## src/logic/ecc_mem_pkg.sv

```systemverilog
// shared widths, command and codeword types, and SECDED helpers for the ECC word memory.
package ecc_mem_pkg;

    localparam int data_w     = 32;
    localparam int check_w    = 7;
    localparam int code_w     = data_w + check_w;
    localparam int ham_w      = check_w - 1;  // hamming check bits, the rest is overall parity.
    localparam int addr_w_max = 32;

    ////////////////////
    // address map.
    localparam logic [31:0] reg_base       = 32'h0000_1000;
    localparam logic [31:0] reg_inj_data   = 32'h0000_0000;
    localparam logic [31:0] reg_inj_check  = 32'h0000_0004;
    localparam logic [31:0] reg_cnt_corr   = 32'h0000_0008;
    localparam logic [31:0] reg_cnt_uncorr = 32'h0000_000C;

    localparam logic op_rd     = 1'b0;
    localparam logic op_wr     = 1'b1;
    localparam logic space_mem = 1'b0;
    localparam logic space_reg = 1'b1;

    typedef enum logic [1:0] {
        resp_okay   = 2'b00,
        resp_slverr = 2'b10
    } axi_resp_e;

    typedef struct packed {
        logic                    op;
        logic                    space;
        logic [1:0]              reg_sel;
        logic [addr_w_max-3:0]   word_addr;
        logic [data_w-1:0]       wdata;
        logic                    strobe_ok;
    } mem_cmd_t;

    // the codeword is flipped and corrected as a flat vector, and split into fields elsewhere.
    typedef union packed {
        logic [code_w-1:0] flat;
        struct packed {
            logic [check_w-1:0] check;
            logic [data_w-1:0]  data;
        } f;
    } ecc_code_u;

    ////////////////////
    // SECDED helpers.
    // data bits sit at the non power of two positions 3, 5, 6, 7, 9 and so on.
    function automatic logic [ham_w-1:0] hamming_bits(input logic [data_w-1:0] d);
        logic [ham_w-1:0] h;
        int unsigned      di;
        h  = '0;
        di = 0;
        for (int unsigned p = 1; p < code_w; p++) begin
            if ((p & (p - 1)) != 0) begin
                for (int k = 0; k < ham_w; k++) begin
                    if (p[k]) begin
                        h[k] = h[k] ^ d[di];
                    end
                end
                di++;
            end
        end
        return h;
    endfunction

    function automatic ecc_code_u ecc_encode(input logic [data_w-1:0] d);
        ecc_code_u        c;
        logic [ham_w-1:0] h;
        h         = hamming_bits(d);
        c.f.data  = d;
        c.f.check = {^{h, d}, h};  // overall parity makes the whole word even.
        return c;
    endfunction

    // bit check_w-1 of the result is the overall parity, odd on a single flip.
    function automatic logic [check_w-1:0] ecc_syndrome(input ecc_code_u c);
        logic [ham_w-1:0] h;
        h = hamming_bits(c.f.data) ^ c.f.check[ham_w-1:0];
        return {^c.flat, h};
    endfunction

    function automatic logic [5:0] syndrome_to_bit(input logic [ham_w-1:0] syn);
        int unsigned pos;
        int unsigned below;
        logic [5:0]  idx;
        pos   = syn;
        below = 0;
        idx   = 6'(code_w - 1);  // a zero syndrome points at the overall parity bit.
        if (pos != 0) begin
            for (int k = 0; k < ham_w; k++) begin
                if ((1 << k) <= pos) begin
                    below++;
                end
            end
            idx = 6'(pos - 1 - below);
            for (int k = 0; k < ham_w; k++) begin
                if (pos == (1 << k)) begin
                    idx = 6'(data_w + k);  // hamming check bits live above the data field.
                end
            end
        end
        return idx;
    endfunction

endpackage
```

## src/logic/axil_decode.sv

```systemverilog
// AXI4-Lite address and write channel front end that issues one memory or register command.
`timescale 1ns/1ps

module axil_decode
    import ecc_mem_pkg::*;
(
    input  logic                  clk,
    input  logic                  rst_n,
    input  logic                  awvalid,
    output logic                  awready,
    input  logic [addr_w_max-1:0] awaddr,
    input  logic                  wvalid,
    output logic                  wready,
    input  logic [data_w-1:0]     wdata,
    input  logic [3:0]            wstrb,
    input  logic                  arvalid,
    output logic                  arready,
    input  logic [addr_w_max-1:0] araddr,
    input  logic                  done,
    output mem_cmd_t              cmd,
    output logic                  cmd_valid
);

    logic                  busy;      // one transaction in flight until its response completes.
    logic                  wr_take;
    logic                  rd_take;
    logic [addr_w_max-1:0] sel_addr;
    mem_cmd_t              next_cmd;

    ////////////////////
    // arbitration.
    // A write needs both channels at once, and any sign of a write blocks the read.
    assign awready = !busy && awvalid && wvalid;
    assign wready  = !busy && awvalid && wvalid;
    assign arready = !busy && arvalid && !awvalid && !wvalid;

    assign wr_take = awready;
    assign rd_take = arready;

    ////////////////////
    // command build.
    always_comb begin
        sel_addr           = wr_take ? awaddr : araddr;
        next_cmd.op        = wr_take ? op_wr : op_rd;
        next_cmd.space     = |(sel_addr & reg_base) ? space_reg : space_mem;
        next_cmd.reg_sel   = sel_addr[3:2];
        next_cmd.word_addr = sel_addr[addr_w_max-1:2];  // upper bits simply alias.
        next_cmd.wdata     = wdata;
        next_cmd.strobe_ok = wr_take ? &wstrb : 1'b1;
    end

    always_ff @(posedge clk or negedge rst_n) begin
        if (!rst_n) begin
            busy      <= 1'b0;
            cmd_valid <= 1'b0;
        end else begin
            cmd_valid <= wr_take || rd_take;
            if (wr_take || rd_take) begin
                busy <= 1'b1;
            end else if (done) begin
                busy <= 1'b0;  // ready again in the cycle after the response handshake.
            end
        end
    end

    always_ff @(posedge clk) begin
        if (wr_take || rd_take) begin
            cmd <= next_cmd;
        end
    end

endmodule

```

## config.mk

```make
export PLATFORM = sky130hd
export DESIGN_NAME = axil_decode
export DESIGN_NICKNAME = d
export VERILOG_FILES = /design/src/logic/ecc_mem_pkg.sv /design/src/logic/axil_decode.sv
export SDC_FILE = /design/constraint.sdc
export NUM_CORES = 1
export LEC_CHECK = 0
export BUFFER_PORTS_ARGS = -buffer_cell sky130_fd_sc_hd__buf_2
export CORE_MARGIN = 1
export CORE_UTILIZATION = 41
export CTS_CLUSTER_SIZE = 28
export DETAILED_ROUTE_END_ITERATION = 10
export GPL_ROUTABILITY_DRIVEN = 1
export PLACE_DENSITY_LB_ADDON = 0.2
export REMOVE_ABC_BUFFERS = 1
export SLEW_MARGIN = 20
export SYNTH_ARGS = -nofsm -noshare
export SYNTH_HDL_FRONTEND = slang
export SYNTH_SLANG_ARGS = --single-unit
```

## constraint.sdc

```tcl
create_clock -name clk -period 3.81 [get_ports clk]
set_input_delay 0.381 -clock clk [delete_from_list [all_inputs] [get_ports clk]]
set_output_delay 0.381 -clock clk [all_outputs]
set_load 0.05 [all_outputs]
```

==> results.py <==
metrics = {
    "setup_path": {
        "critPathMaxFanout": 34,
        "worst_path_max_delay_cell": "nand2_2",
        "cp_top_family": "simple AND/OR/NAND/NOR gates",
        "cp_cell_sequence": "nand3b_4, nand2_2, buf_12",
        "crit_path_end_kind": "register",
        "path_buf_inv": 1,
        "critPathLaunchType": "register",
        "crit_type": "register to register",
        "cp.arrival_ns": 2.46,
        "worst-endpoint-required_ns": 3.83,
        "cpPeakStageDelay_ns": 0.85,
    },
    "final_layout": {
        "seq_area_um2": 1972,
        "syn2layout_area_growth_pct": 45.04,
        "multiInputGateArea_um2": 493.0,
        "num-fill-cells": 479,
        "final_nets": 395,
        "insertedDiodeCount": 0,
        "drive_gt1_share_pct": 74.83,
    },
    "run": {
        "drv_cap": 0,
    },
    "drt": {
        "drt_iter0_markers": 51,
        "drt_pass1_iterations": 4,
        "drcViolationCount": 0,
        "antenna_left": 0,
        "via_per_inst": 4.417,
        "wl_per_cell_um": 14.16,
        "via_count": 1630,
        "wirelength_um": 5226,
    },
    "timing": {
        "layout_min_cycle_time_ns": 2.434,
        "grt_setup_unrepaired": "no",
        "period_share_pct": 63.88,
        "hold_viol": 0,
        "setup_tns_ns": 0,
        "fmaxAchievable_ghz": 0.4109,
        "clock-skew-final_ns": 0.005035,
        "whs_ns": 0.2249,
        "worst_pin_slew_ns": 0.8299,
        "setup-violations-final": 0,
        "finalMaxSlewViolations": 0,
        "max_slew_margin_pct": 44.48,
    },
    "power": {
        "leakage_nw": 1.731,
        "power_density_nw_per_um2": 515.9,
        "max-vdd-ir-drop_uv": 227.9,
        "total_power_mw": 1.896,
    },
    "clock_network": {
        "clkLatencyLatePin_ns": 0.33,
        "cts-root-buf": "clkbuf_8",
        "cts_sinks": 66,
        "clockBufferDepth": 2,
        "ctsHoldBuffers": 1,
        "h-tree-depth": 3,
        "cts_setup_buffers": 0,
        "clk_pin_slew_ns": 0.07,
        "cts_tree": "done",
        "cts_resized": 0,
        "cts_made_buffers": 9,
    },
    "synthesis": {
        "synth_top_area_cell": "edfxtp_1",
        "synth_cell_types": 13,
        "ys_top_cells_by_area": "edfxtp_1 76%, mux2_4 15%, dfrtp_1 2.0%, mux2_2 1.8%, buf_6 1.3%",
        "postSynthCellCount": 111,
        "synth_seq_area_share_pct": 77.83,
        "synth_seq_cells": 66,
        "syn_area_um2": 2534,
        "yosys_warnings": 0,
        "synth_top_cell_area_share_pct": 75.85,
        "syn_area_per_cell_um2": 22.83,
    },
    "floorplan": {
        "die_w_um": 80.61,
        "row_count": 28,
        "coreArea_um2": 5956,
        "ioPinCount": 177,
        "start_util_pct": 42.54,
        "die-area_um2": 6498,
        "die_h_um": 80.61,
    },
    "global_route": {
        "antenna_found_initial": 0,
        "grt_remaining_overflow": 0,
        "grt_max_degree": 35,
        "grt_pass1_vias": 1585,
        "grt_pass1_wl_um": 7672,
        "global_route.usage.total_pct": 16.56,
    },
    "run_status": {
        "run_status": "completed",
    },
    "placed_design": {
        "portBuffers": 172,
        "gp_congestion": 0.6840,
    },
    "hold_path": {
        "min_path_type": "primary input to register",
    },
}
[Yosys cell counts]
library cell  instances
edfxtp_1             64
mux2_4               26
buf_4                 4
mux2_2                4
buf_6                 3
dfrtp_1               2
inv_1                 2
a41o_1                1
nand2_1               1
nand2b_1              1
nand3_1               1
nand3b_4              1
or4b_1                1
[cell usage in the layout, fill, tap and decap left out]
cell type / n
nand3_1: 1
clkinvlp_4: 1
bufinv_16: 2
or4b_1: 1
buf_12: 1
clkbuf_8: 9
nand3b_4: 1
buf_2: 172
dfrtp_1: 2
clkinv_4: 2
clkinv_1: 1
edfxtp_1: 64
inv_1: 2
mux2_4: 26
dlygate4sd3_1: 1
nand2_2: 1
nand2b_1: 1
clkinv_2: 1
a41o_1: 1
mux2_2: 4
[final cells by class]
type	count	area share, %
clock buffer	9	3.371
clock inverter	7	2.554
inverter	2	0.2043
multi-input combinational	36	13.42
sequential	66	53.66
tap	75	2.554
timing repair buffer	174	24.24
[worst register-to-register path: cells and delay by family (launching register included)]
family                 cells  cell delay [ns]
buffers and inverters      1             0.31
and+or+nand+nor            2             1.41
DFF                        1             0.40
[sequential cells by signal, summed over array words and instances, names as in the netlist]
name and flops:
cmd 64, busy 1, cmd_valid 1
[per-stage QoR]
stage / instance area, um2 / util, % / instances / setup slack, ns
6_report: 3675 / 61.70 / 369 / 1.376
4_1_cts: 3675 / 61.70 / 369 / 1.322
3_5_place_dp: 3447 / 57.88 / 352 / 1.317
3_3_place_gp: 3447 / 57.88 / 352 / 1.378
5_1_grt: 3675 / 61.70 / 369 / 1.209
2_1_floorplan: 2470 / - / 104 / 0.9832
[worst paths after layout]
kind / cells after the start / slack (ns) / from / end
max in group asynchronous: 2 / 3.37 / rst_n / cmd_valid$_DFF_PN0_
min: 1 / 0.22 / wdata[4] / cmd[5]$_DFFE_PP_
max reg2reg: 3 / 1.38 / busy$_DFFE_PN0P_ / cmd[53]$_DFFE_PP_
min in group asynchronous: 2 / 0.35 / rst_n / busy$_DFFE_PN0P_
max: 3 / 1.38 / busy$_DFFE_PN0P_ / cmd[53]$_DFFE_PP_
min reg2reg: 2 / 0.54 / busy$_DFFE_PN0P_ / busy$_DFFE_PN0P_
[power breakdown]
| part | switching (mW) | internal (mW) | leakage, nW | total, mW |
|---|---|---|---|---|
| Sequential | 0.0123 | 0.866 | 0.623 | 0.879 |
| Clock | 0.262 | 0.367 | 0.107 | 0.628 |
| Combinational | 0.267 | 0.122 | 1.00 | 0.389 |
| Total | 0.541 | 1.36 | 1.73 | 1.90 |
[cells by family (layout without fill, tap and decap cells)]
| logic type | after synthesis | after routing | share of synthesized area, % |
|---|---|---|---|
| multiplexers | 30 | 30 | 17.18 |
| AND/OR/NAND/NOR | 5 | 5 | 1.778 |
| buffers and inverters | 9 | 192 | 2.815 |
| flip-flops | 66 | 66 | 77.83 |
| AO/OA/AOI/OAI | 1 | 1 | 0.3951 |
[routing by layer]
layer	GRT usage, %	share of wire, %
met5	0	0
met4	8.929	1.2
met3	6.705	12
met2	27.03	49
met1	18.36	38
Power figures use the tool's default switching activity.
