**config.mk**
```make
export PLATFORM = sky130hd
export DESIGN_NAME = ecc_result
export DESIGN_NICKNAME = d
export VERILOG_FILES = /design/src/logic/ecc_mem_pkg.sv /design/src/logic/ecc_result.sv
export SDC_FILE = /design/constraint.sdc
export NUM_CORES = 1
export LEC_CHECK = 0
export BUFFER_PORTS_ARGS = -buffer_cell sky130_fd_sc_hd__buf_2
export CORE_AREA = 2 2 132 134
export CTS_CLUSTER_SIZE = 10
export DETAILED_ROUTE_END_ITERATION = 10
export DIE_AREA = 0 0 134 136
export GPL_TIMING_DRIVEN = 0
export PLACE_DENSITY_LB_ADDON = 0.08
export SLEW_MARGIN = 0
export SYNTH_ARGS = -nofsm -noshare
export SYNTH_HDL_FRONTEND = slang
export SYNTH_SLANG_ARGS = --single-unit
export TNS_END_PERCENT = 5
```
**constraint.sdc**
```tcl
create_clock -name clk -period 2.4 [get_ports clk]
set_input_delay 0.12 -clock clk [delete_from_list [all_inputs] [get_ports clk]]
set_output_delay 0.12 -clock clk [all_outputs]
set_load 0.01 [all_outputs]
```
**src/logic/ecc_mem_pkg.sv**
```systemverilog
// shared widths, command and codeword types, and SECDED helpers for the ECC word memory.
package ecc_mem_pkg;

    localparam int data_w     = 32;
    localparam int check_w    = 7;
    localparam int code_w     = data_w + check_w;
    localparam int ham_w      = check_w - 1;  // hamming check bits, the rest is overall parity.
    localparam int addr_w_max = 32;

    ////////////////////
    // address map.
    localparam logic [31:0] reg_base       = 32'h0000_1000;
    localparam logic [31:0] reg_inj_data   = 32'h0000_0000;
    localparam logic [31:0] reg_inj_check  = 32'h0000_0004;
    localparam logic [31:0] reg_cnt_corr   = 32'h0000_0008;
    localparam logic [31:0] reg_cnt_uncorr = 32'h0000_000C;

    localparam logic op_rd     = 1'b0;
    localparam logic op_wr     = 1'b1;
    localparam logic space_mem = 1'b0;
    localparam logic space_reg = 1'b1;

    typedef enum logic [1:0] {
        resp_okay   = 2'b00,
        resp_slverr = 2'b10
    } axi_resp_e;

    typedef struct packed {
        logic                    op;
        logic                    space;
        logic [1:0]              reg_sel;
        logic [addr_w_max-3:0]   word_addr;
        logic [data_w-1:0]       wdata;
        logic                    strobe_ok;
    } mem_cmd_t;

    // the codeword is flipped and corrected as a flat vector, and split into fields elsewhere.
    typedef union packed {
        logic [code_w-1:0] flat;
        struct packed {
            logic [check_w-1:0] check;
            logic [data_w-1:0]  data;
        } f;
    } ecc_code_u;

    ////////////////////
    // SECDED helpers.
    // data bits sit at the non power of two positions 3, 5, 6, 7, 9 and so on.
    function automatic logic [ham_w-1:0] hamming_bits(input logic [data_w-1:0] d);
        logic [ham_w-1:0] h;
        int unsigned      di;
        h  = '0;
        di = 0;
        for (int unsigned p = 1; p < code_w; p++) begin
            if ((p & (p - 1)) != 0) begin
                for (int k = 0; k < ham_w; k++) begin
                    if (p[k]) begin
                        h[k] = h[k] ^ d[di];
                    end
                end
                di++;
            end
        end
        return h;
    endfunction

    function automatic ecc_code_u ecc_encode(input logic [data_w-1:0] d);
        ecc_code_u        c;
        logic [ham_w-1:0] h;
        h         = hamming_bits(d);
        c.f.data  = d;
        c.f.check = {^{h, d}, h};  // overall parity makes the whole word even.
        return c;
    endfunction

    // bit check_w-1 of the result is the overall parity, odd on a single flip.
    function automatic logic [check_w-1:0] ecc_syndrome(input ecc_code_u c);
        logic [ham_w-1:0] h;
        h = hamming_bits(c.f.data) ^ c.f.check[ham_w-1:0];
        return {^c.flat, h};
    endfunction

    function automatic logic [5:0] syndrome_to_bit(input logic [ham_w-1:0] syn);
        int unsigned pos;
        int unsigned below;
        logic [5:0]  idx;
        pos   = syn;
        below = 0;
        idx   = 6'(code_w - 1);  // a zero syndrome points at the overall parity bit.
        if (pos != 0) begin
            for (int k = 0; k < ham_w; k++) begin
                if ((1 << k) <= pos) begin
                    below++;
                end
            end
            idx = 6'(pos - 1 - below);
            for (int k = 0; k < ham_w; k++) begin
                if (pos == (1 << k)) begin
                    idx = 6'(data_w + k);  // hamming check bits live above the data field.
                end
            end
        end
        return idx;
    endfunction

endpackage
```
**src/logic/ecc_result.sv**
```systemverilog
// response stage that checks and corrects read codewords, counts errors and drives R and B.
`timescale 1ns/1ps

module ecc_result
    import ecc_mem_pkg::*;
(
    input  logic              clk,
    input  logic              rst_n,
    input  mem_cmd_t          exec_cmd,
    input  logic              exec_valid,
    input  ecc_code_u         ram_dout,
    output logic              bvalid,
    input  logic              bready,
    output axi_resp_e         bresp,
    output logic              rvalid,
    input  logic              rready,
    output logic [data_w-1:0] rdata,
    output axi_resp_e         rresp,
    output logic              done
);

    logic [check_w-1:0] syn;
    logic [5:0]         flip_idx;
    ecc_code_u          fixed;
    logic               err_single;
    logic               err_double;
    logic               mem_rd;
    logic [31:0]        cnt_corr;
    logic [31:0]        cnt_uncorr;
    logic [data_w-1:0]  rd_data;
    axi_resp_e          rd_resp;

    ////////////////////
    // syndrome check.
    always_comb begin
        syn      = ecc_syndrome(ram_dout);
        flip_idx = syndrome_to_bit(syn[ham_w-1:0]);
        fixed    = ram_dout;
        // odd parity means one flip, as long as the syndrome names a real bit.
        err_single = syn[check_w-1] && (syn[ham_w-1:0] < code_w);
        err_double = (syn != '0) && !err_single;
        if (err_single) begin
            fixed.flat[flip_idx] = ~fixed.flat[flip_idx];
        end
    end

    assign mem_rd = exec_valid && (exec_cmd.op == op_rd) && (exec_cmd.space == space_mem);

    always_comb begin
        rd_data = '0;
        rd_resp = resp_okay;
        if (exec_cmd.space == space_reg) begin
            case (exec_cmd.reg_sel)
                reg_cnt_corr[3:2]:   rd_data = cnt_corr;
                reg_cnt_uncorr[3:2]: rd_data = cnt_uncorr;
                default:             rd_data = '0;  // mask registers are write only.
            endcase
        end else if (err_double) begin
            rd_data = ram_dout.f.data;  // raw data goes back with the error.
            rd_resp = resp_slverr;
        end else begin
            rd_data = fixed.f.data;
        end
    end

    ////////////////////
    // response channels.
    assign done = (bvalid && bready) || (rvalid && rready);

    always_ff @(posedge clk or negedge rst_n) begin
        if (!rst_n) begin
            bvalid     <= 1'b0;
            rvalid     <= 1'b0;
            cnt_corr   <= '0;
            cnt_uncorr <= '0;
        end else begin
            if (done) begin
                bvalid <= 1'b0;
                rvalid <= 1'b0;
            end
            if (exec_valid) begin
                if (exec_cmd.op == op_wr) begin
                    bvalid <= 1'b1;
                end else begin
                    rvalid <= 1'b1;
                end
            end
            if (mem_rd && err_single) begin
                cnt_corr <= cnt_corr + 32'd1;
            end
            if (mem_rd && err_double) begin
                cnt_uncorr <= cnt_uncorr + 32'd1;  // no scrub, so a bad word counts on every read.
            end
        end
    end

    // payload is captured once and held while the valid waits for ready.
    always_ff @(posedge clk) begin
        if (exec_valid) begin
            bresp <= exec_cmd.strobe_ok ? resp_okay : resp_slverr;
            rdata <= rd_data;
            rresp <= rd_resp;
        end
    end

endmodule

```
==> results of run 1 <==
-- through the flow --
step / cells / instance area (um^2) / hold WS [ns]
after floorplan: 752 / 7548 / -0.1756
after global placement: 1059 / 8240 / 0.3580
after detailed placement: 1059 / 8243 / 0.2926
after CTS: 1107 / 9383 / 0.01010
after global routing: 1119 / 9817 / 0.02931
final: 1119 / 9817 / 0.01118
-- kinds of logic after synthesis --
group                      count (synthesis)  share of synthesized area (%)
other                                      1                        0.05030
adders and majority gates                 11                          1.846
and+or+nand+nor                          254                          16.66
xor gates and xnor gates                 145                          21.35
DFF                                      100                          35.84
muxes                                     57                          7.770
AOI/OAI and AO/OA                        123                          12.91
buffers and inverters                     60                          3.574
-- worst register-to-register path: stages, from the launching register on --
cell and delay, ns:
dfrtp_1 0.42, nand3_1 0.23, or4_1 0.59, clkbuf_1 0.23, nor3_4 0.31, nand2_1 0.17, nor2_1 0.16, xor2_1 0.17
-- per-layer routing --
metal	vias up	track usage, %	routed length [um]
met1	3227	34.23	10180
met2	216	41.51	11230
met3	41	4.288	1320
li1	2987	-	-
met4	0	7.329	491
met5	-	0	0
-- area by class of cell --
cell class | count | share of cell area, %
inverters | 28 | 1.211
clock buffers | 11 | 2.371
well taps | 225 | 2.868
clock inverters | 5 | 0.3696
repair buffers | 128 | 8.973
multi-input cells | 592 | 54.87
flip-flops and latches | 100 | 27.22
plain buffers | 30 | 2.116
-- flip-flops by register name, summed over array words and instances, names as in the netlist --
signal	cells
bresp	1
bvalid	1
cnt_corr	32
cnt_uncorr	32
rdata	32
rresp	1
rvalid	1
-- cells in the final DEF, fill, tap and decap left out, types with 8 or more instances in the layout --
| master | n |
|---|---|
| xnor2_1 | 79 |
| buf_2 | 73 |
| dfrtp_1 | 66 |
| nor2_1 | 61 |
| nand2_1 | 54 |
| mux2i_1 | 52 |
| buf_4 | 43 |
| nand3_1 | 34 |
| edfxtp_1 | 34 |
| inv_1 | 23 |
| xor2_1 | 23 |
| buf_6 | 14 |
| clkbuf_1 | 13 |
| nand4_1 | 12 |
| o21ai_0 | 11 |
| a31oi_1 | 11 |
| o22ai_1 | 11 |
| xnor3_1 | 10 |
| and3_1 | 10 |
| xnor2_2 | 9 |
| nand2_2 | 9 |
| a21oi_1 | 9 |
| clkbuf_16 | 9 |
| xnor2_4 | 8 |
| xnor3_2 | 8 |
| nor2_4 | 8 |
| o32a_1 | 8 |
-- final timing paths --
kind	cells after the start	startpoint	slack [ns]	endpoint
hold / removal	2	exec_cmd[66]	0.01	bvalid
min in group asynchronous	2	rst_n	0.42	cnt_uncorr[18]
hold reg to reg	1	cnt_corr[31]	0.47	cnt_corr[31]
setup reg to reg	7	cnt_uncorr[3]	0.04	cnt_uncorr[31]
max in group asynchronous	2	rst_n	1.41	cnt_uncorr[9]
setup / recovery	34	ram_dout[17]	-3.65	rdata[13]
-- what timing repair did --
item | 4_1_cts | 5_1_grt
setup buffers | 31 | 12
pin swaps | 40 | 38
hold buffers | 2 | 0
setup endpoints to repair | 97 | 97
hold endpoints to repair | 67 | 0
gates resized for setup | 130 | 68
gates cloned | 1 | 0
==> qor.yml, run 1 <==
synth-edff-count: 34
crit_arrival_ns: 6.13
via_count: 6471
rows: 48
setup_violations: 94
grt_pass1_vias: 6336
maxCapViolCount: 0
clockBufferDepth: 2
worst_slack_ns: -3.649
insertion_delay_ns: 0.36
clock_skew_ns: 0.01161
regArea_um2: 2673
grt_usage_pct: 25.20
initial_utilization_pct: 44.18
slew_violations: 0
multiInputGateArea_um2: 5386
hold_viol_final: 0
firstDrtPassIters: 5
slew_headroom_pct: 36.58
violations: "setup timing"
crit_slowest_cell: "xnor3_2"
syn_to_final_growth_pct: 31.67
htree_levels: 3
yosysSeqAreaShare_pct: 35.84
hpwl_um: 16570
drtIter0Drc: 415
overflow: 0
port_buffers: 82
fillers: 1464
synth_ff_type: "dfrtp_1"
fin_setup_tns_ns: -163.50
post-route-period-util_pct: 252.0
wl_um: 23220
fmax_mhz: 165.3
synth_seq_cells: 100
worst-path-max-fanout: 8
synth_area_um2: 7456
synthCells: 751
path_delay_family: "XOR/XNOR gates"
grt_pass1_wl_um: 35210
crit_type: "input pin to register"
root_buffer: "clkbuf_16"
antenna_found_initial: 0
final_util_pct: 58.17
avgViaCountPerCell: 5.783
start_kind: "input pin"
synth_top_area_cell: "dfrtp_1"
path_buf_inv: 7
worst_pin_slew_ns: 0.9512
yosysWarningCount: 0
async_flop_share_pct: 66.00
crit_path_frequent_cell: "nand2_2"
detail-route-antenna-nets: 0
grt_start_max_net_pins: 67
drive_gt1_share_pct: 33.45
outcome: "finished with violations"
clk_pin_slew_ns: 0.07
cts_buffers: 9
post-route-drc-count: 0
n_antenna_cell: 0
place_ws_ns: -4.984
rsz0062_at_grt: "true"
ys_types: 80
die_area_um2: 18220
cp.required_ns: 2.48
die_h_um: 136
ys_top_cells_by_area: "dfrtp_1 22%, edfxtp_1 14%, xnor2_1 11%"
io_pins: 150
layout.nets: 1011
clock-sinks: 100
wl_per_cell_um: 20.75
synth_top_area_share_pct: 22.15
synth_common_cells: "93 x xnor2_1, 72 x nor2_1, 66 x dfrtp_1, 66 x nand2_1, 52 x mux2i_1"
fin_crit_ns: 6.049
routabilityCongestion: 0.8995
hp-class: "input pin to register"
post_synth.cell_area_avg_um2: 9.928
coreArea_um2: 16880
critPathCaptureType: "register"
critPathMaxStageDelay_ns: 0.49
cts_tree: "done"
yosysMostFrequentCell: "xnor2_1"
die_x_um: 134
Power of run 1 is not shown: default switching activity piles up to over one toggle a cycle in this logic, so the estimate is an artifact.
==> inputs of run 2 (changes only) <==
clock period = 7.7 ns   (was 2.4 ns; I/O delays follow)
==> run 2 against run 1 <==
The run now ends clean. Non-clock buffer count is 42 lower. Clock skew shrank 0.0016 ns. Flip-flop and latch count is the same. Setup slack improved by 4.0 ns. Hold slack improved by 0.14 ns. Utilization decreased by 7.6 points. Largest cell class unchanged. Design area is 13% lower. Cell count fell by 3.8%. First-iteration DRC count fell by 0.96%.
==> qor.yml, run 2 (synthesis results as in run 1) <==
outcome: "finished clean"
cts_buffers: 9
clock_skew_ns: 0.01001
fin_setup_tns_ns: 0
routabilityCongestion: 0.9086
critPathCaptureType: "register"
start_kind: "input pin"
fin_crit_ns: 7.340
hpwl_um: 16620
final_util_pct: 50.56
largestRegisters: "cnt_corr: 32 flops, cnt_uncorr: 32 flops, rdata: 32 flops"
final_cell_mix: "91 x xnor2_1, 85 x buf_2, 71 x nor2_1"
via_count: 6057
overflow: 0
fillers: 1609
rsz0062_at_grt: "false"
crit_slowest_cell: "xor3_1"
syn_to_final_growth_pct: 14.45
maxCapViolCount: 0
worst-path-max-fanout: 10
cp.required_ns: 7.83
hp-class: "input pin to async pin"
rows: 48
wl_um: 21150
port_buffers: 82
final_common_cell: "xnor2_1"
post-route-period-util_pct: 95.32
wl_per_cell_um: 19.63
antenna_found_initial: 0
htree_levels: 3
critPathMaxStageDelay_ns: 0.54
holdWs_ns: 0.1478
crit_type: "input pin to register"
hold_viol_final: 0
clock-sinks: 100
grt_pass1_wl_um: 33320
n_antenna_cell: 0
clk_pin_slew_ns: 0.07
slew_headroom_pct: 39.17
firstDrtPassIters: 5
die_x_um: 134
crit_path_frequent_cell: "ha_1"
post-route-drc-count: 0
grt_start_max_net_pins: 67
avgViaCountPerCell: 5.624
worst_pin_slew_ns: 0.9124
detail-route-antenna-nets: 0
grt_usage_pct: 23.92
reg2reg_slack_ns: 4.92
drtIter0Drc: 411
initial_utilization_pct: 44.18
crit_arrival_ns: 7.47
cts_tree: "done"
fmax_mhz: 136.2
regArea_um2: 2673
multiInputGateArea_um2: 4583
root_buffer: "clkbuf_16"
layout.nets: 969
die_h_um: 136
drive_gt1_share_pct: 18.43
setup_violations: 0
slew_violations: 0
place_area_um2: 8154
clockBufferDepth: 2
final_area_um2: 8533
coreArea_um2: 16880
insertion_delay_ns: 0.35
grt_pass1_vias: 5992
die_area_um2: 18220
io_pins: 150
run 2: cell types whose count changed in the layout (fill, tap and decap cells not counted), sizes merged:
| cell | delta |
|---|---|
| dlygate4sd3 | -2 |
| clkinvlp | -1 |
| inv | +1 |
| buf | -42 |
| clkbuf | +2 |
run 2: metal layers:
metal	track usage (%)	share of wire, %	vias up
met5	0	0	-
met4	5.851	2.0	0
met3	4.027	5.3	36
met2	40.11	48	191
met1	32.38	45	2930
li1	-	-	2900
run 2: worst max-delay path: cells and delay by family:
| kind | cells | cell delay, ns |
|---|---|---|
| and+or+nand+nor | 6 | 0.66 |
| buffers and inverters | 5 | 0.81 |
| muxes | 1 | 0.37 |
| xor gates and xnor gates | 6 | 2.26 |
| AOI/OAI and AO/OA | 8 | 1.59 |
| adders and majority gates | 5 | 1.36 |
run 2: worst paths after layout:
path | to | from | depth (start not counted)
setup / recovery | rdata[11] | ram_dout[30] | 31
hold / removal | cnt_uncorr[15] | rst_n | 1
setup reg to reg | cnt_uncorr[30] | cnt_uncorr[0] | 8
hold reg to reg | cnt_corr[31] | cnt_corr[31] | 1
max in group asynchronous | cnt_corr[28] | rst_n | 1
min in group clk | bresp[1] | exec_cmd[0] | 2
run 2: final cells by class:
| cell class | count | area share (%) |
|---|---|---|
| tap | 225 | 3.299 |
| inverter | 28 | 1.290 |
| sequential | 100 | 31.32 |
| timing repair buffer | 85 | 5.103 |
| buffer | 31 | 1.833 |
| multi-input combinational | 592 | 53.71 |
| clock buffer | 11 | 2.977 |
| clock inverter | 5 | 0.4692 |
run 2: per-stage QoR:
| stage | cells | setup WS (ns) |
|---|---|---|
| floorplan | 752 | 0.9734 |
| global placement | 1059 | -0.2964 |
| detailed placement | 1059 | -0.3776 |
| CTS | 1075 | 0.07915 |
| global route | 1077 | 0.01352 |
| finish | 1077 | 0.3600 |
run 2: timing repair:
action / 4_1_cts / 5_1_grt
resized for setup: 2 / 11
endpoints found under the setup margin: 2 / 32
setup buffers: 0 / 3
pin swaps: 0 / 4
hold buffers: 0 / 0
Power of run 2 is left out for the same reason.
