**src/logic/ecc_mem_pkg.sv**
```systemverilog
// shared widths, command and codeword types, and SECDED helpers for the ECC word memory.
package ecc_mem_pkg;

    localparam int data_w     = 32;
    localparam int check_w    = 7;
    localparam int code_w     = data_w + check_w;
    localparam int ham_w      = check_w - 1;  // hamming check bits, the rest is overall parity.
    localparam int addr_w_max = 32;

    ////////////////////
    // address map.
    localparam logic [31:0] reg_base       = 32'h0000_1000;
    localparam logic [31:0] reg_inj_data   = 32'h0000_0000;
    localparam logic [31:0] reg_inj_check  = 32'h0000_0004;
    localparam logic [31:0] reg_cnt_corr   = 32'h0000_0008;
    localparam logic [31:0] reg_cnt_uncorr = 32'h0000_000C;

    localparam logic op_rd     = 1'b0;
    localparam logic op_wr     = 1'b1;
    localparam logic space_mem = 1'b0;
    localparam logic space_reg = 1'b1;

    typedef enum logic [1:0] {
        resp_okay   = 2'b00,
        resp_slverr = 2'b10
    } axi_resp_e;

    typedef struct packed {
        logic                    op;
        logic                    space;
        logic [1:0]              reg_sel;
        logic [addr_w_max-3:0]   word_addr;
        logic [data_w-1:0]       wdata;
        logic                    strobe_ok;
    } mem_cmd_t;

    // the codeword is flipped and corrected as a flat vector, and split into fields elsewhere.
    typedef union packed {
        logic [code_w-1:0] flat;
        struct packed {
            logic [check_w-1:0] check;
            logic [data_w-1:0]  data;
        } f;
    } ecc_code_u;

    ////////////////////
    // SECDED helpers.
    // data bits sit at the non power of two positions 3, 5, 6, 7, 9 and so on.
    function automatic logic [ham_w-1:0] hamming_bits(input logic [data_w-1:0] d);
        logic [ham_w-1:0] h;
        int unsigned      di;
        h  = '0;
        di = 0;
        for (int unsigned p = 1; p < code_w; p++) begin
            if ((p & (p - 1)) != 0) begin
                for (int k = 0; k < ham_w; k++) begin
                    if (p[k]) begin
                        h[k] = h[k] ^ d[di];
                    end
                end
                di++;
            end
        end
        return h;
    endfunction

    function automatic ecc_code_u ecc_encode(input logic [data_w-1:0] d);
        ecc_code_u        c;
        logic [ham_w-1:0] h;
        h         = hamming_bits(d);
        c.f.data  = d;
        c.f.check = {^{h, d}, h};  // overall parity makes the whole word even.
        return c;
    endfunction

    // bit check_w-1 of the result is the overall parity, odd on a single flip.
    function automatic logic [check_w-1:0] ecc_syndrome(input ecc_code_u c);
        logic [ham_w-1:0] h;
        h = hamming_bits(c.f.data) ^ c.f.check[ham_w-1:0];
        return {^c.flat, h};
    endfunction

    function automatic logic [5:0] syndrome_to_bit(input logic [ham_w-1:0] syn);
        int unsigned pos;
        int unsigned below;
        logic [5:0]  idx;
        pos   = syn;
        below = 0;
        idx   = 6'(code_w - 1);  // a zero syndrome points at the overall parity bit.
        if (pos != 0) begin
            for (int k = 0; k < ham_w; k++) begin
                if ((1 << k) <= pos) begin
                    below++;
                end
            end
            idx = 6'(pos - 1 - below);
            for (int k = 0; k < ham_w; k++) begin
                if (pos == (1 << k)) begin
                    idx = 6'(data_w + k);  // hamming check bits live above the data field.
                end
            end
        end
        return idx;
    endfunction

endpackage
```
**src/logic/ecc_execute.sv**
```systemverilog
// command execution stage that encodes write data, applies injection masks and drives the RAM.
`timescale 1ns/1ps

module ecc_execute
    import ecc_mem_pkg::*;
#(
    parameter int mem_addr_w = 8
) (
    input  logic                  clk,
    input  logic                  rst_n,
    input  mem_cmd_t              cmd,
    input  logic                  cmd_valid,
    output logic                  ram_cs,
    output logic                  ram_we,
    output logic [mem_addr_w-1:0] ram_addr,
    output ecc_code_u             ram_din,
    output mem_cmd_t              exec_cmd,
    output logic                  exec_valid
);

    logic [data_w-1:0]  inj_data;   // one-shot flip mask over the data field.
    logic [check_w-1:0] inj_check;  // one-shot flip mask over the check field.
    ecc_code_u          enc;
    ecc_code_u          mask;
    logic               mem_wr;
    logic               reg_wr;

    always_comb begin
        mem_wr = cmd_valid && (cmd.space == space_mem) && (cmd.op == op_wr) && cmd.strobe_ok;
        reg_wr = cmd_valid && (cmd.space == space_reg) && (cmd.op == op_wr) && cmd.strobe_ok;
        enc         = ecc_encode(cmd.wdata);
        mask.f.data  = inj_data;
        mask.f.check = inj_check;
    end

    ////////////////////
    // RAM port.
    // Partial strobes never reach the array.
    assign ram_cs   = cmd_valid && (cmd.space == space_mem) && (cmd.op == op_rd || cmd.strobe_ok);
    assign ram_we   = (cmd.op == op_wr);
    assign ram_addr = cmd.word_addr[mem_addr_w-1:0];
    assign ram_din  = enc.flat ^ mask.flat;

    ////////////////////
    // injection masks.
    always_ff @(posedge clk or negedge rst_n) begin
        if (!rst_n) begin
            inj_data  <= '0;
            inj_check <= '0;
        end else if (mem_wr) begin
            // the mask is spent on this write.
            inj_data  <= '0;
            inj_check <= '0;
        end else if (reg_wr) begin
            case (cmd.reg_sel)
                reg_inj_data[3:2]:  inj_data  <= cmd.wdata;
                reg_inj_check[3:2]: inj_check <= cmd.wdata[check_w-1:0];
                default: ;  // counters are read only.
            endcase
        end
    end

    always_ff @(posedge clk or negedge rst_n) begin
        if (!rst_n) begin
            exec_valid <= 1'b0;
        end else begin
            exec_valid <= cmd_valid;
        end
    end

    always_ff @(posedge clk) begin
        if (cmd_valid) begin
            exec_cmd <= cmd;  // forwarded for every command, RAM access or not.
        end
    end

endmodule

```
**config.mk**
```make
export PLATFORM = sky130hd
export DESIGN_NAME = ecc_execute
export DESIGN_NICKNAME = d
export VERILOG_FILES = /design/src/logic/ecc_mem_pkg.sv /design/src/logic/ecc_execute.sv
export SDC_FILE = /design/constraint.sdc
export NUM_CORES = 1
export LEC_CHECK = 0
export BUFFER_PORTS_ARGS = -buffer_cell sky130_fd_sc_hd__clkbuf_2
export CELL_PAD_IN_SITES_DETAIL_PLACEMENT = 1
export CELL_PAD_IN_SITES_GLOBAL_PLACEMENT = 2
export CORE_UTILIZATION = 30
export CTS_BUF_LIST = sky130_fd_sc_hd__clkbuf_2 sky130_fd_sc_hd__clkbuf_4 sky130_fd_sc_hd__clkbuf_8
export DETAILED_ROUTE_END_ITERATION = 12
export PLACE_DENSITY = 0.79
export SLEW_MARGIN = 15
export SYNTH_ARGS = -nofsm -noshare
export SYNTH_HDL_FRONTEND = slang
export SYNTH_SLANG_ARGS = --single-unit
```
**constraint.sdc**
```tcl
create_clock -name clk -period 6.4 [get_ports clk]
set_input_delay 1.28 -clock clk [delete_from_list [all_inputs] [get_ports clk]]
set_output_delay 1.28 -clock clk [all_outputs]
set_load 0.01 [all_outputs]
```
==> results of run 1 <==
## sequential cells by signal (all words and copies together) (netlist names)
name / flops
exec_cmd: 67
exec_valid: 1
inj_check: 7
inj_data: 32
## layer usage
metal | vias up | routed length (um) | track usage, %
met4 | 0 | 169 | 6.166
met5 | - | 0 | 0
met1 | 1527 | 5202 | 19.33
met3 | 12 | 834 | 4.513
li1 | 1522 | - | -
met2 | 129 | 5938 | 26.75
## power by group
group | switching (mW) | total, mW | internal [mW]
Clock | 0.246 | 0.429 | 0.183
Combinational | 0.287 | 0.543 | 0.256
Sequential | 0.0361 | 0.848 | 0.812
Total | 0.569 | 1.82 | 1.25
## final cells by class
type | instances | area (sq um)
fillers | 1673 | 9229
flip-flops and latches | 107 | 3013
multi-input cells | 224 | 1524
repair buffers | 188 | 948.4
well taps | 188 | 235.2
clock buffers | 9 | 123.9
clock inverters | 6 | 72.57
## through the flow
| step | utilization [%] | instances | total power, mW | worst slack [ns] |
|---|---|---|---|---|
| after floorplan | - | 351 | 1.188 | 2.295 |
| after global placement | 37.77 | 707 | 1.414 | 1.897 |
| after detailed placement | 37.77 | 707 | 1.422 | 1.866 |
| after CTS | 39.07 | 722 | 1.858 | 1.854 |
| after global routing | 39.07 | 722 | 1.936 | 1.790 |
| final | 39.07 | 722 | 1.820 | 1.876 |
## cells by family after synthesis
kind of cell	after synthesis
DFF	107
and+or+nand+nor	80
xor gates and xnor gates	103
AOI/OAI and AO/OA	41
buffers and inverters	20
## layout by cell type, fill, tap and decap left out
cell,count
sky130_fd_sc_hd__xnor3_1,2
sky130_fd_sc_hd__xnor2_1,53
sky130_fd_sc_hd__buf_2,1
sky130_fd_sc_hd__clkbuf_2,184
sky130_fd_sc_hd__buf_4,3
sky130_fd_sc_hd__edfxtp_1,67
sky130_fd_sc_hd__xnor3_2,1
sky130_fd_sc_hd__xor3_1,1
sky130_fd_sc_hd__nand2b_1,2
sky130_fd_sc_hd__inv_6,2
sky130_fd_sc_hd__bufinv_16,1
sky130_fd_sc_hd__xor2_1,41
sky130_fd_sc_hd__nor2b_1,1
sky130_fd_sc_hd__nand3_1,1
sky130_fd_sc_hd__o21ai_0,30
sky130_fd_sc_hd__clkinv_4,2
sky130_fd_sc_hd__clkbuf_8,9
sky130_fd_sc_hd__clkinvlp_4,1
sky130_fd_sc_hd__a21oi_1,10
sky130_fd_sc_hd__nor3_1,1
sky130_fd_sc_hd__xnor2_2,5
sky130_fd_sc_hd__nor3b_1,1
sky130_fd_sc_hd__dfrtp_1,40
sky130_fd_sc_hd__or2_2,1
sky130_fd_sc_hd__a21o_1,1
sky130_fd_sc_hd__or3_1,1
sky130_fd_sc_hd__nand2_1,71
sky130_fd_sc_hd__nor2_1,1
## how the worst max path moves through the flow
stage,start,slack [ns],depth (start not counted),to
finish,cmd[25],1.88,7,ram_din[38]
global route,cmd[25],1.79,7,ram_din[38]
CTS,cmd[25],1.85,7,ram_din[38]
detailed placement,cmd[25],1.87,7,ram_din[38]
global placement,cmd[25],1.90,7,ram_din[38]
floorplan,cmd[25],2.30,5,ram_din[38]
## worst max-delay path, stage by stage
cell and delay, ns:
sky130_fd_sc_hd__clkbuf_2 0.14, sky130_fd_sc_hd__xnor2_1 0.30, sky130_fd_sc_hd__xnor3_2 0.52, sky130_fd_sc_hd__xnor2_2 0.20
sky130_fd_sc_hd__xor3_1 0.45, sky130_fd_sc_hd__xnor3_1 0.21, sky130_fd_sc_hd__clkbuf_2 0.14
==> reports/summary.txt, run 1 <==
OUTCOME
--------------------------------------------------------------------------------
Status                                                              finished, final reports clean

SYNTHESIS
--------------------------------------------------------------------------------
Cell count after synthesis                                                   351
Mapped cell area                                                    0.004647 sq mm
Number of flops mapped to enable cells by yosys                               67
Share of synthesized area spent on multiplexers                               0%
Ys async rst share                                                        37.38%
Top cells by count, synth                                           sky130_fd_sc_hd__nand2_1, sky130_fd_sc_hd__edfxtp_1, sky130_fd_sc_hd__xnor2_1, sky130_fd_sc_hd__xor2_1, sky130_fd_sc_hd__dfrtp_1
Syn nets                                                                     421
Synth area leader                                                   sky130_fd_sc_hd__edfxtp_1
Average cell area after synthesis                                    13.24 sq um
Most common flop cell mapped by yosys                               sky130_fd_sc_hd__edfxtp_1
Post-synthesis adder-cell area fraction                                       0%
Share of the yosys chip area belonging to registers                       64.84%
Complex-gate fraction of the synthesized area                             4.470%
Post-synthesis simple-gate area fraction                                  6.866%
Proportion of netlist area held by the largest area contributor           43.30%
Top cells by area in the synthesized netlist                        sky130_fd_sc_hd__edfxtp_1, sky130_fd_sc_hd__dfrtp_1, sky130_fd_sc_hd__xnor2_1, sky130_fd_sc_hd__xor2_1, sky130_fd_sc_hd__nand2_1
Largest family of logic cells by synthesized area                   XOR/XNOR gates
Number of synthesized register bits                                          107
Share of the synthesized netlist area taken by xor and xnor gates         21.46%
Total of warnings raised by yosys                                              0
Most frequently used cell type in the post-synthesis netlist        sky130_fd_sc_hd__nand2_1
Netlist cell types                                                            23

ROUTE
--------------------------------------------------------------------------------
First DRT Iteration DRCs                                                     119
Final routed wire length divided by cell count                          16.82 um
Ratio of routed vias to standard cells                                     4.418
Detailed Route WL                                                       12.15 mm
Count of nets left with antenna violations after detail routing                0
Remaining routing DRC violations                                               0
Vias                                                                        3190
Drt first pass iters                                                           4

GLOBAL ROUTING
--------------------------------------------------------------------------------
Number of antenna violations at the first check in global routing              0
Pin count of the biggest net entering global routing                          49
Global-route wire length before repair                                  18.80 mm
GRT Resource Usage Total                                                  15.91%
Total global routing overflow                                                  0
Via count of the first global-routing pass                                  3333

TIMING
--------------------------------------------------------------------------------
Time the worst path needs with I/O delays and setup                     4.524 ns
Ratio of final minimum period to clock period                             70.68%
Final count of pins violating max slew                                         0
Clock tree skew after final layout                                          0 ns
Headroom to the max-slew limit                                            26.69%
Setup violators final                                                          0
Hold slack                                                             0.5093 ns
Number of hold violations in the final report                                  0
Worst slew pin tran                                                     1.091 ns
Max frequency                                                         0.2211 GHz
Unrepaired setup endpoints after global routing                               no
Fin Setup TNS                                                               0 ns

CRITICAL PATH
--------------------------------------------------------------------------------
Cell count of the worst reg-to-reg path                                        2
Worst-case register-to-register setup slack                              5.69 ns
Endpoint of the lowest-slack register-to-register path              inj_data[14]$_DFFE_PN0P_
Critical Path AT                                                         3.24 ns
Critical register-to-register path startpoint                       inj_data[14]$_DFFE_PN0P_
Worst setup path class                                                 in -> out
Worst path required time                                                 5.12 ns
CP Max Fanout                                                                  5
Crit. End Element                                                     output pin
Kind of launch point of the worst setup path                          input port

CLOCK NETWORK
--------------------------------------------------------------------------------
Number of hold buffers added after CTS                                         0
Max Buffers Root-to-Sink                                                       2
Worst-path clk slew                                                      0.10 ns
Number of setup buffers added after CTS                                        0
Post-cts repair resize count                                                   0
Clock Root Buffer                                                   sky130_fd_sc_hd__clkbuf_8
CTS tree                                                                    done
Clk_lat worst skew                                                       0.38 ns
H-tree depth                                                                   3
CTS Buf Count                                                                  9
Clock net sink count                                                         107

CELLS AND AREA
--------------------------------------------------------------------------------
Layout-stage area growth over the synthesis result                        27.33%
Ant diodes                                                                     0
Count of nets after finishing                                                600
Fraction of layout cells with a size suffix above 1                       39.33%
Post-layout instance area                                           0.005917 sq mm

FLOORPLAN
--------------------------------------------------------------------------------
Height of the die                                                       126.5 um
Initial standard-cell utilization of the core                             30.68%
Boundary pin count                                                           187
CORE AREA                                                           0.01515 sq mm
FP Rows                                                                       45
Die area                                                            0.01599 sq mm
Chip Width                                                              126.5 um

MIN PATH
--------------------------------------------------------------------------------
Hold path startpoint                                                inj_check[0]$_DFFE_PN0P_
Hold Path Sink                                                      inj_check[0]$_DFFE_PN0P_
Number of instances on the worst hold path                                     2
Worst hold-check path type                                            reg -> reg

PWR
--------------------------------------------------------------------------------
Leakage power                                                           2.684 nW
Maximum ir drop on the vdd rail                                         94.66 uV
Power per cell area                                                 307.6 mW/mm^2

PLACED DESIGN
--------------------------------------------------------------------------------
Standard cell area after detailed placement                         0.005720 sq mm
Placed wire-length estimate                                             9.252 mm
Last weighted congestion value of the routability-driven placer           0.7480
PortBufs                                                                     186

RUN
--------------------------------------------------------------------------------
Max cap viols                                                                  0

Note: power is estimated with default switching activity, not from simulation.
==> inputs of run 2 (changes only) <==
--- a/config.mk
+++ b/config.mk
@@ -8,10 +8,10 @@
 export BUFFER_PORTS_ARGS = -buffer_cell sky130_fd_sc_hd__clkbuf_2
 export CELL_PAD_IN_SITES_DETAIL_PLACEMENT = 1
 export CELL_PAD_IN_SITES_GLOBAL_PLACEMENT = 2
-export CORE_UTILIZATION = 30
+export CORE_UTILIZATION = 28
 export CTS_BUF_LIST = sky130_fd_sc_hd__clkbuf_2 sky130_fd_sc_hd__clkbuf_4 sky130_fd_sc_hd__clkbuf_8
 export DETAILED_ROUTE_END_ITERATION = 12
-export PLACE_DENSITY = 0.79
+export PLACE_DENSITY = 0.78
 export SLEW_MARGIN = 15
 export SYNTH_ARGS = -nofsm -noshare
 export SYNTH_HDL_FRONTEND = slang
==> constraint.sdc (replaced) <==
create_clock -name clk -period 3.7 [get_ports clk]
set_input_delay 0.74 -clock clk [delete_from_list [all_inputs] [get_ports clk]]
set_output_delay 0.74 -clock clk [all_outputs]
set_load 0.01 [all_outputs]
==> run 2 against run 1 <==
Compared with the run above:
- worst hold slack lost 0.0023 ns
- count of clock-buffer cells in the layout is 1 higher
- global-route usage fell by 1.2 points
- sequential power up 73%
- non-clock buffer count increased by 5
- total power is 75% higher
- register-to-register slack lost 2.7 ns
- clock power is 76% higher
- final area increased by 1.4%
- routed wire length is 2.4% higher
- first-iteration DRC count grew 22%
- critical path type unchanged
- setup slack got worse by 1.5 ns
==> reports/summary.txt, run 2 (same netlist as run 1, synthesis figures left out) <==
FLOORPLAN
--------------------------------------------------------------------------------
CORE AREA                                                           0.01606 sq mm   was 0.01515 sq mm
Height of the die                                                       130.8 um   was 126.5 um
FP Rows                                                                       46   was 45
Chip Width                                                              130.8 um   was 126.5 um
Boundary pin count                                                           187   unchanged
Initial standard-cell utilization of the core                             28.94%   was 30.68%
Die area                                                            0.01712 sq mm   was 0.01599 sq mm

GLOBAL ROUTING
--------------------------------------------------------------------------------
Global-route wire length before repair                                  18.19 mm   was 18.80 mm
Via count of the first global-routing pass                                  3294   was 3333
Total global routing overflow                                                  0   unchanged
Number of antenna violations at the first check in global routing              0   unchanged
GRT Resource Usage Total                                                  14.76%   was 15.91%
Pin count of the biggest net entering global routing                          69   was 49

CELLS AND AREA
--------------------------------------------------------------------------------
Layout-stage area growth over the synthesis result                        29.08%   was 27.33%
Count of nets after finishing                                                605   was 600
Commonest non-fill, non-tap cell in the layout                      sky130_fd_sc_hd__clkbuf_2   unchanged
Largest register by flop count                                          exec_cmd   unchanged
Max FFs per register                                                          67   unchanged
Ant diodes                                                                     0   unchanged
Regs by FF count                                                    exec_cmd: 67 flops, inj_data: 32 flops, inj_check: 7 flops   unchanged
Fraction of layout cells with a size suffix above 1                       40.00%   was 39.33%
Fraction of the core area covered by cells at the end of the flow         37.35%   was 39.07%
Final cell count without fillers                                             756   was 722
Most used cells in the layout excluding fill and tap cells          sky130_fd_sc_hd__clkbuf_2, sky130_fd_sc_hd__nand2_1, sky130_fd_sc_hd__edfxtp_1   unchanged

CLOCK NETWORK
--------------------------------------------------------------------------------
Post-cts repair resize count                                                   0   unchanged
Clk_lat worst skew                                                       0.38 ns   about the same
Number of setup buffers added after CTS                                        0   unchanged
Max Buffers Root-to-Sink                                                       2   unchanged
Worst-path clk slew                                                      0.11 ns   was 0.10 ns
CTS tree                                                                    done   unchanged
Clock Root Buffer                                                   sky130_fd_sc_hd__clkbuf_8   unchanged
Number of hold buffers added after CTS                                         0   unchanged
H-tree depth                                                                   3   unchanged
CTS Buf Count                                                                  9   unchanged
Clock net sink count                                                         107   unchanged

TIMING
--------------------------------------------------------------------------------
Max frequency                                                         0.2993 GHz
Setup violators final                                                          0   unchanged
Unrepaired setup endpoints after global routing                               no   unchanged
Worst path setup slack after routing                                   0.3589 ns   was 1.876 ns
Final count of pins violating max slew                                         0   unchanged
Ratio of final minimum period to clock period                             90.30%
Fin Setup TNS                                                               0 ns   unchanged
Clock tree skew after final layout                                          0 ns   unchanged
Headroom to the max-slew limit                                            33.39%   was 26.69%
Time the worst path needs with I/O delays and setup                     3.341 ns
Number of hold violations in the final report                                  0   unchanged
Worst slew pin tran                                                    0.9991 ns   was 1.091 ns

PLACED DESIGN
--------------------------------------------------------------------------------
Last weighted congestion value of the routability-driven placer           0.7836   was 0.7480
Placed wire-length estimate                                             9.507 mm   was 9.252 mm
Total instance count after detailed placement                                740   was 707
Worst setup slack after placement                                      0.3549 ns   was 1.866 ns
PortBufs                                                                     186   unchanged

ROUTE
--------------------------------------------------------------------------------
First DRT Iteration DRCs                                                     145   was 119
Vias                                                                        3278   was 3190
Count of nets left with antenna violations after detail routing                0   unchanged
Detailed Route WL                                                       12.44 mm   was 12.15 mm
Final routed wire length divided by cell count                          16.45 um   was 16.82 um
Ratio of routed vias to standard cells                                     4.336   was 4.418
Drt first pass iters                                                           4   unchanged
Remaining routing DRC violations                                               0   unchanged

CRITICAL PATH
--------------------------------------------------------------------------------
Crit. End Element                                                     output pin   unchanged
Kind of launch point of the worst setup path                          input port   unchanged
Critical Path AT                                                         2.60 ns   was 3.24 ns
CP Max Fanout                                                                  2   was 5
Worst setup path class                                                 in -> out   unchanged
Worst path required time                                                 2.96 ns   was 5.12 ns

RUN
--------------------------------------------------------------------------------
Max cap viols                                                                  0   unchanged

PWR
--------------------------------------------------------------------------------
Overall power consumption                                               3.180 mW   was 1.820 mW
Maximum ir drop on the vdd rail                                         181.8 uV   was 94.66 uV
Power per cell area                                                 530.2 mW/mm^2   was 307.6 mW/mm^2
Leakage power                                                           2.711 nW   was 2.684 nW

MIN PATH
--------------------------------------------------------------------------------
Worst hold-check path type                                           in -> async   was reg -> reg

OUTCOME
--------------------------------------------------------------------------------
Status                                                              finished, final reports clean   unchanged

[run 2: report_power, final]
group          switching, mW  leakage, nW  internal, mW
clock network          0.427       0.0984         0.329
registers             0.0640         1.18          1.41
logic                  0.508         1.44         0.447
[run 2: cell type report]
class | instances | area [sq um]
timing repair buffer | 193 | 985.9
clock buffer | 10 | 131.4
clock inverter | 6 | 73.82
tap | 216 | 270.3
sequential | 107 | 3013
fill | 1819 | 10060
multi-input combinational | 224 | 1524
[run 2: per-stage QoR]
| stage | hold slack [ns] | area [sq um] |
|---|---|---|
| after floorplan | 0.4444 | 4647 |
| after global placement | 0.4818 | 5793 |
| after detailed placement | 0.4934 | 5793 |
| after CTS | 0.5060 | 5998 |
| after global routing | 0.5080 | 5998 |
| final | 0.5070 | 5998 |
[run 2: layer usage]
| metal | part of all wire [%] | global-route usage [%] | up-vias |
|---|---|---|---|
| li1 | - | - | 1533 |
| met1 | 41 | 16.58 | 1590 |
| met2 | 50 | 26.42 | 138 |
| met3 | 6.9 | 3.746 | 17 |
| met4 | 2.0 | 6.356 | 0 |
| met5 | 0 | 0 | - |
[run 2: critical path, stage by stage]
cell and delay, ns:
sky130_fd_sc_hd__clkbuf_2 0.11, sky130_fd_sc_hd__xnor2_1 0.16, sky130_fd_sc_hd__buf_4 0.15, sky130_fd_sc_hd__xnor3_2 0.45, sky130_fd_sc_hd__xnor2_2 0.18, sky130_fd_sc_hd__xor3_1 0.44
sky130_fd_sc_hd__xnor3_1 0.22, sky130_fd_sc_hd__clkbuf_2 0.15
[run 2: worst paths after layout]
kind	endpoint	cells past startpoint	slack, ns	from
worst min register to register	inj_check[3]$_DFFE_PN0P_	2	0.51	inj_check[3]$_DFFE_PN0P_
max in group asynchronous	inj_data[29]$_DFFE_PN0P_	1	2.56	rst_n
min in group clk	inj_check[3]$_DFFE_PN0P_	2	0.51	inj_check[3]$_DFFE_PN0P_
worst max register to register	inj_data[11]$_DFFE_PN0P_	2	3.00	inj_data[11]$_DFFE_PN0P_
worst max-delay path	ram_din[38]	8	0.36	cmd[25]
worst min-delay path	inj_data[18]$_DFFE_PN0P_	1	0.51	rst_n
